--- src/ctrlPkg.sv ---
package ctrlPkg;

        localparam int opWidth = 6;                     // Opcode field of the instruction

        // Opcode values
        localparam logic [opWidth-1:0] opR     = 6'h00;
        localparam logic [opWidth-1:0] opJ     = 6'h02;
        localparam logic [opWidth-1:0] opJal   = 6'h03;
        localparam logic [opWidth-1:0] opBeq   = 6'h04;
        localparam logic [opWidth-1:0] opBne   = 6'h05;
        localparam logic [opWidth-1:0] opAddi  = 6'h08;
        localparam logic [opWidth-1:0] opAddiu = 6'h09;
        localparam logic [opWidth-1:0] opSlti  = 6'h0A;
        localparam logic [opWidth-1:0] opSltiu = 6'h0B;
        localparam logic [opWidth-1:0] opAndi  = 6'h0C;
        localparam logic [opWidth-1:0] opOri   = 6'h0D;
        localparam logic [opWidth-1:0] opXori  = 6'h0E;
        localparam logic [opWidth-1:0] opLui   = 6'h0F;
        localparam logic [opWidth-1:0] opLb    = 6'h20;
        localparam logic [opWidth-1:0] opLh    = 6'h21;
        localparam logic [opWidth-1:0] opLw    = 6'h23;
        localparam logic [opWidth-1:0] opLbu   = 6'h24;
        localparam logic [opWidth-1:0] opLhu   = 6'h25;
        localparam logic [opWidth-1:0] opSb    = 6'h28;
        localparam logic [opWidth-1:0] opSh    = 6'h29;
        localparam logic [opWidth-1:0] opSw    = 6'h2B;

        // ALU operation codes
        localparam logic [3:0] aluAdd   = 4'd0;
        localparam logic [3:0] aluSub   = 4'd1;
        localparam logic [3:0] aluR     = 4'd2;         // Funct field decides
        localparam logic [3:0] aluAddi  = 4'd3;
        localparam logic [3:0] aluAddiu = 4'd4;
        localparam logic [3:0] aluSlti  = 4'd5;
        localparam logic [3:0] aluSltiu = 4'd6;
        localparam logic [3:0] aluAndi  = 4'd7;
        localparam logic [3:0] aluOri   = 4'd8;
        localparam logic [3:0] aluXori  = 4'd9;
        localparam logic [3:0] aluLui   = 4'd10;

        // Immediate extension
        localparam logic [1:0] extArith = 2'd1;         // Sign extend
        localparam logic [1:0] extLogic = 2'd2;         // Zero extend

        // Branch conditions for pcWriteCond
        localparam logic [3:0] condNone = 4'd0;
        localparam logic [3:0] condBeq  = 4'd1;
        localparam logic [3:0] condBne  = 4'd2;

        typedef enum logic [3:0] {
                stFetch    = 4'd0,
                stDecode   = 4'd1,
                stMemAddr  = 4'd2,
                stMemRead  = 4'd3,
                stLoadWb   = 4'd4,
                stMemWrite = 4'd5,
                stRExec    = 4'd6,
                stRWb      = 4'd7,
                stBranch   = 4'd8,
                stJump     = 4'd9,
                stJal      = 4'd10,
                stImmExec  = 4'd11,
                stImmWb    = 4'd12
        } ctrlStateT;

        typedef enum logic [2:0] {
                clsIllegal = 3'd0,
                clsLoad    = 3'd1,
                clsStore   = 3'd2,
                clsR       = 3'd3,
                clsBranch  = 3'd4,
                clsJump    = 3'd5,
                clsJal     = 3'd6,
                clsImm     = 3'd7
        } instrClassT;

        typedef struct packed {
                instrClassT  instrClass;
                logic [3:0]  immAluOp;                  // Only for clsImm
                logic [1:0]  immExtOp;
                logic [3:0]  branchCond;                // Only for clsBranch
        } opInfoT;

        typedef struct packed {
                logic [3:0]  pcWriteCond;
                logic        pcWrite;
                logic        memRead;
                logic        memWrite;
                logic [1:0]  regData;                   // Write data select
                logic        irWrite;
                logic [1:0]  pcSource;
                logic [3:0]  aluOp;
                logic [1:0]  extOp;
                logic [1:0]  aluSrcA;
                logic [1:0]  aluSrcB;
                logic        regWrite;
                logic [1:0]  regDst;                    // Destination register select
                logic        iorD;                      // Memory address from ALUOut
        } ctrlWordT;

endpackage

--- src/opDecoder.sv ---
module opDecoder (
        input  logic [ctrlPkg::opWidth-1:0] op,
        output ctrlPkg::opInfoT             info
);

        always_comb
        begin
                info            = '0;
                info.instrClass = ctrlPkg::clsIllegal;  // Unknown opcodes
                info.branchCond = ctrlPkg::condNone;
                case (op)
                        ctrlPkg::opLb, ctrlPkg::opLbu, ctrlPkg::opLh,
                        ctrlPkg::opLhu, ctrlPkg::opLw:
                                info.instrClass = ctrlPkg::clsLoad;
                        ctrlPkg::opSb, ctrlPkg::opSh, ctrlPkg::opSw:
                                info.instrClass = ctrlPkg::clsStore;
                        ctrlPkg::opR:
                                info.instrClass = ctrlPkg::clsR;
                        ctrlPkg::opBeq:
                        begin
                                info.instrClass = ctrlPkg::clsBranch;
                                info.branchCond = ctrlPkg::condBeq;
                        end
                        ctrlPkg::opBne:
                        begin
                                info.instrClass = ctrlPkg::clsBranch;
                                info.branchCond = ctrlPkg::condBne;
                        end
                        ctrlPkg::opJ:
                                info.instrClass = ctrlPkg::clsJump;
                        ctrlPkg::opJal:
                                info.instrClass = ctrlPkg::clsJal;
                        ctrlPkg::opAddi, ctrlPkg::opAddiu, ctrlPkg::opSlti,
                        ctrlPkg::opSltiu:
                        begin
                                info.instrClass = ctrlPkg::clsImm;
                                info.immExtOp   = ctrlPkg::extArith;
                                case (op)
                                        ctrlPkg::opAddi:  info.immAluOp = ctrlPkg::aluAddi;
                                        ctrlPkg::opAddiu: info.immAluOp = ctrlPkg::aluAddiu;
                                        ctrlPkg::opSlti:  info.immAluOp = ctrlPkg::aluSlti;
                                        default:          info.immAluOp = ctrlPkg::aluSltiu;
                                endcase
                        end
                        ctrlPkg::opAndi, ctrlPkg::opOri, ctrlPkg::opXori:
                        begin
                                info.instrClass = ctrlPkg::clsImm;
                                info.immExtOp   = ctrlPkg::extLogic;
                                case (op)
                                        ctrlPkg::opAndi: info.immAluOp = ctrlPkg::aluAndi;
                                        ctrlPkg::opOri:  info.immAluOp = ctrlPkg::aluOri;
                                        default:         info.immAluOp = ctrlPkg::aluXori;
                                endcase
                        end
                        ctrlPkg::opLui:
                        begin
                                info.instrClass = ctrlPkg::clsImm;
                                info.immAluOp   = ctrlPkg::aluLui;  // No extension needed
                        end
                        default:
                                info.instrClass = ctrlPkg::clsIllegal;
                endcase
        end

endmodule

--- src/ctrlSequencer.sv ---
module ctrlSequencer (
        input  logic                clk,
        input  logic                rst,
        input  ctrlPkg::instrClassT instrClass,
        output ctrlPkg::ctrlStateT  state
);

        ctrlPkg::ctrlStateT nextState;

        always_ff @(posedge clk or posedge rst)
        begin
                if (rst)
                        state <= ctrlPkg::stFetch;
                else
                        state <= nextState;
        end

        // Opcode is held stable, so the class is valid in every state after fetch
        always_comb
        begin
                case (state)
                        ctrlPkg::stFetch:
                                nextState = ctrlPkg::stDecode;
                        ctrlPkg::stDecode:
                        begin
                                case (instrClass)
                                        ctrlPkg::clsLoad,
                                        ctrlPkg::clsStore:  nextState = ctrlPkg::stMemAddr;
                                        ctrlPkg::clsR:      nextState = ctrlPkg::stRExec;
                                        ctrlPkg::clsBranch: nextState = ctrlPkg::stBranch;
                                        ctrlPkg::clsJump:   nextState = ctrlPkg::stJump;
                                        ctrlPkg::clsJal:    nextState = ctrlPkg::stJal;
                                        ctrlPkg::clsImm:    nextState = ctrlPkg::stImmExec;
                                        default:            nextState = ctrlPkg::stFetch;
                                endcase
                        end
                        ctrlPkg::stMemAddr:
                        begin
                                if (instrClass == ctrlPkg::clsLoad)
                                        nextState = ctrlPkg::stMemRead;
                                else
                                        nextState = ctrlPkg::stMemWrite;
                        end
                        ctrlPkg::stMemRead:
                                nextState = ctrlPkg::stLoadWb;
                        ctrlPkg::stRExec:
                                nextState = ctrlPkg::stRWb;
                        ctrlPkg::stImmExec:
                                nextState = ctrlPkg::stImmWb;
                        default:
                                nextState = ctrlPkg::stFetch;   // Last step of every instruction
                endcase
        end

endmodule

--- src/ctrlSignalDecoder.sv ---
module ctrlSignalDecoder (
        input  ctrlPkg::ctrlStateT state,
        input  logic [3:0]         immAluOp,
        input  logic [1:0]         immExtOp,
        input  logic [3:0]         branchCond,
        output ctrlPkg::ctrlWordT  ctrl
);

        always_comb
        begin
                ctrl = '0;                              // Unlisted fields stay low
                case (state)
                        ctrlPkg::stFetch:
                        begin
                                ctrl.pcWrite = 1'b1;
                                ctrl.memRead = 1'b1;
                                ctrl.irWrite = 1'b1;
                                ctrl.aluOp   = ctrlPkg::aluAdd;  // PC + 4
                                ctrl.aluSrcB = 2'd1;
                        end
                        ctrlPkg::stDecode:
                        begin
                                ctrl.aluOp   = ctrlPkg::aluAdd;  // Branch target precompute
                                ctrl.aluSrcB = 2'd3;
                        end
                        ctrlPkg::stMemAddr:
                        begin
                                ctrl.aluSrcA = 2'd1;
                                ctrl.aluSrcB = 2'd2;    // Base plus offset
                        end
                        ctrlPkg::stMemRead:
                        begin
                                ctrl.memRead = 1'b1;
                                ctrl.iorD    = 1'b1;
                        end
                        ctrlPkg::stLoadWb:
                        begin
                                ctrl.memRead  = 1'b1;
                                ctrl.regData  = 2'd1;   // Memory data register
                                ctrl.regWrite = 1'b1;
                        end
                        ctrlPkg::stMemWrite:
                        begin
                                ctrl.memWrite = 1'b1;
                                ctrl.iorD     = 1'b1;
                        end
                        ctrlPkg::stRExec:
                        begin
                                ctrl.aluOp   = ctrlPkg::aluR;
                                ctrl.aluSrcA = 2'd1;
                        end
                        ctrlPkg::stRWb:
                        begin
                                // Non-R ALU code clears the funct-driven ALU control
                                ctrl.pcSource = 2'd1;
                                ctrl.aluOp    = ctrlPkg::aluOri;
                                ctrl.regWrite = 1'b1;
                                ctrl.regDst   = 2'd1;   // rd
                        end
                        ctrlPkg::stBranch:
                        begin
                                ctrl.pcWriteCond = branchCond;
                                ctrl.pcSource    = 2'd1;
                                ctrl.aluOp       = ctrlPkg::aluSub;  // Compare rs and rt
                                ctrl.aluSrcA     = 2'd1;
                        end
                        ctrlPkg::stJump:
                        begin
                                ctrl.pcWrite  = 1'b1;
                                ctrl.pcSource = 2'd2;   // Jump target
                        end
                        ctrlPkg::stJal:
                        begin
                                ctrl.pcWrite  = 1'b1;
                                ctrl.pcSource = 2'd2;
                                ctrl.regData  = 2'd3;   // Return address
                                ctrl.regWrite = 1'b1;
                                ctrl.regDst   = 2'd3;   // Link register
                        end
                        ctrlPkg::stImmExec:
                        begin
                                ctrl.aluOp   = immAluOp;
                                ctrl.extOp   = immExtOp;
                                ctrl.aluSrcA = 2'd1;
                                ctrl.aluSrcB = 2'd2;    // Extended immediate
                        end
                        ctrlPkg::stImmWb:
                                ctrl.regWrite = 1'b1;   // rt from ALUOut
                        default:
                                ctrl = '0;
                endcase
        end

endmodule

--- src/ctrlUnit.sv ---
module ctrlUnit (
        input  logic                        clk,
        input  logic                        rst,
        input  logic [ctrlPkg::opWidth-1:0] op,
        output ctrlPkg::ctrlWordT           ctrl,
        output ctrlPkg::ctrlStateT          state
);

        ctrlPkg::opInfoT info;                          // Decoded opcode fields

        opDecoder u_opDecoder (
                .op   (op),
                .info (info)
        );

        ctrlSequencer u_ctrlSequencer (
                .clk        (clk),
                .rst        (rst),
                .instrClass (info.instrClass),
                .state      (state)
        );

        ctrlSignalDecoder u_ctrlSignalDecoder (
                .state      (state),
                .immAluOp   (info.immAluOp),
                .immExtOp   (info.immExtOp),
                .branchCond (info.branchCond),
                .ctrl       (ctrl)
        );

endmodule

--- config.mk ---
export PLATFORM = sky130hd
export DESIGN_NAME = ctrlUnit
export DESIGN_NICKNAME = d
export VERILOG_FILES = /design/src/ctrlPkg.sv /design/src/opDecoder.sv /design/src/ctrlSequencer.sv /design/src/ctrlSignalDecoder.sv /design/src/ctrlUnit.sv
export SDC_FILE = /design/constraint.sdc
export NUM_CORES = 1
export LEC_CHECK = 0
export BUFFER_PORTS_ARGS = -buffer_cell sky130_fd_sc_hd__buf_2
export CORE_MARGIN = 2
export CORE_UTILIZATION = 42
export CTS_CLUSTER_SIZE = 28
export DETAILED_ROUTE_END_ITERATION = 6
export PLACE_DENSITY_LB_ADDON = 0.08
export SETUP_SLACK_MARGIN = 0.1
export SLEW_MARGIN = 20
export SYNTH_ARGS = -nofsm -noshare
export SYNTH_HDL_FRONTEND = slang
export SYNTH_HIERARCHICAL = 1
export SYNTH_SLANG_ARGS = --single-unit
--- constraint.sdc ---
create_clock -name clk -period 1.2 [get_ports clk]
set_clock_uncertainty 0.1 [all_clocks]
set_input_delay 0.06 -clock clk [delete_from_list [all_inputs] [get_ports clk]]
set_output_delay 0.06 -clock clk [all_outputs]
set_load 0.01 [all_outputs]
==> flow_summary.ini <==
[grt]
grt_pass1_wl_mm = 4.126
grt_antenna_before_repair = 0
grt_pass1_vias = 953
overflow = 0
grtUsageTotal = 0.2164
grt_max_degree = 13

[sta]
final_hold_viol_count = 0
rsz0062_at_grt = true
fin_crit_sh = 1.355
slew_violations = 0
setup_viol = 29
max_freq_ghz = 0.6150
timing.hold.ws_ns = 0.1448
setup_slack_ns = -0.4259
period_needed_ns = 1.626

[final_layout]
layout_common_cells = buf_4 (33), buf_2 (28), buf_6 (20)
fin_nets = 197
syn2layout_area_growth_pct = 91.47
largestRegisters = u_ctrlSequencer/state: 4 flops
layout.cells.non_filler = 215
multi_input_area_sq_um = 790.8
insertedDiodeCount = 0
top_register = u_ctrlSequencer/state
largest_reg_flops = 4
drive_above_1_share = 0.6383
final_common_cell = buf_4
fillers = 121
ff_latch_area_sq_um = 103.9

[clock_network]
cts-root-buf = clkbuf_4
insertion_delay_ns = 0.24
cts_buffers = 3
clock_path_buffers = 2
htreeDepth = 1
cts_tree = built
clock_sinks = 4
cts.clk_slew.worst_paths_ns = 0.04

[detailed_routing]
dr_total_vias = 1177
postRouteAntennaNets = 0
wl_per_cell_um = 14.88
drt_iter0_markers = 22
drc_errors = 0
wl_mm = 3.199
viasPerCell = 5.474
dr.pass1.iters = 4

[floorplan]
die_x_um = 48.61
fp.dieH_um = 48.61
row_count = 16
core-area_sq_um = 1922
io_pins = 38
start_util = 0.4349
fp.dieArea_sq_um = 2363

[hold_path]
holdCritPathClass = in -> async

[synth]
synth_top_cell_area_share = 0.1198
async_flop_share = 1.000
synth_cell_types = 47
yosys.area.top_type = dfrtp_1
synthCells = 114
yosys_warnings = 6
synth_area_sq_um = 835.8
syn_area_per_cell_sq_um = 7.332
synthTopCellsByArea = dfrtp_1 (12%), and3_1 (6.0%), buf_4 (5.4%)
synth.ff_latch_count = 4
yosysSeqAreaShare = 0.1198
synth_edf_count = 0
synthFlopType = dfrtp_1

[critical_path]
crit_type = reg -> out
cp.required_ns = 1.04
cp_max_fo = 8
end_kind = output pin
critPathLaunchType = flop
crit_arrival_ns = 1.47

[pwr]
p_leak_nw = 0.7726
peakVddDrop_mv = 1.399
powerDensity_nw_per_um2 = 1859

[run]
cap_viol_max_count = 0

[place]
place.gp.congestion = 0.7800
dp_hpwl_mm = 1.834
io_buffers = 34
place_inst = 199

[status]
violations = negative setup slack
status = finished with violations
## worst max-delay path, stage by stage, from the launching register on
cell and delay [ns]:
dfrtp_1 0.39, buf_6 0.15, or3b_4 0.41, a21oi_2 0.14
buf_2 0.15
## per-layer routing
| layer | GRT usage | vias up | part of all wire |
|---|---|---|---|
| met1 | 0.2686 | 569 | 0.41 |
| met5 | 0 | - | 0 |
| li1 | - | 561 | - |
| met3 | 0.03395 | 6 | 0.034 |
| met2 | 0.3858 | 41 | 0.54 |
| met4 | 0.05714 | 0 | 0.018 |
## power by group
group          switching, mW  leakage (nW)  internal (mW)
registers             0.0905        0.0482          0.187
clock network         0.0576        0.0150          0.125
logic                   1.15         0.709           1.36
total                   1.30         0.773           1.67
## cell families after synthesis
family          share of synthesized area
flops                              0.1198
buf+inv                            0.1452
simple gates                       0.4536
other cells                      0.008985
xor+xnor                          0.05239
compound gates                     0.2201
## area by class of cell
class                      count  area share
multi-input combinational     92      0.4941
timing repair buffer          82      0.3894
sequential                     4     0.06489
tap                           27     0.02111
clock buffer                   4     0.01642
inverter                       6     0.01407
## what timing repair did
item                                    CTS  global route
hold buffers                              1             0
gates cloned                              0             0
setup buffers                             8             5
pin swaps                                 6            12
endpoints found under the setup margin   28            31
resized for setup                        20            21
endpoints found under the hold margin     4             0
## stage by stage
step | util | worst slack, ns | cell area (sq um) | TNS, ns | total power [mW]
2_1_floorplan | - | -0.2788 | 969.7 | -2.839 | 1.483
3_3_place_gp | 0.6953 | -0.3810 | 1336 | -3.143 | 2.100
3_5_place_dp | 0.6953 | -0.4565 | 1336 | -3.606 | 2.142
4_1_cts | 0.7780 | -0.3628 | 1495 | -7.522 | 2.701
5_1_grt | 0.8327 | -0.4792 | 1600 | -9.738 | 3.141
6_report | 0.8327 | -0.4259 | 1600 | -8.186 | 2.975
## cells in the mapped netlist (all sizes together), types with 2 or more instances
cell    instances
a21boi          3
conb            2
buf            13
xor2            4
and2b           2
nor3            7
or3b            3
a31oi           4
and3            8
a21oi           7
nand2b          5
nor2            8
nand3           3
nand2           2
a211oi          2
dfrtp           4
inv             6
nor3b           4
nand3b          5
## final timing paths
| kind | start | end | slack, ns | cells past startpoint |
|---|---|---|---|---|
| worst max-delay path | u_ctrlSequencer/state[1]$_DFF_PP0_ | ctrl[17] | -0.43 | 4 |
| worst min-delay path | rst | u_ctrlSequencer/state[0]$_DFF_PP0_ | 0.14 | 3 |
| worst max register to register | u_ctrlSequencer/state[0]$_DFF_PP0_ | u_ctrlSequencer/state[2]$_DFF_PP0_ | -0.27 | 5 |
| worst min register to register | u_ctrlSequencer/state[2]$_DFF_PP0_ | u_ctrlSequencer/state[3]$_DFF_PP0_ | 0.66 | 2 |
| max in group asynchronous | rst | u_ctrlSequencer/state[2]$_DFF_PP0_ | 0.68 | 3 |
| min in group clk | op[4] | u_ctrlSequencer/state[0]$_DFF_PP0_ | 0.20 | 5 |
Power figures use the tool's default switching activity.
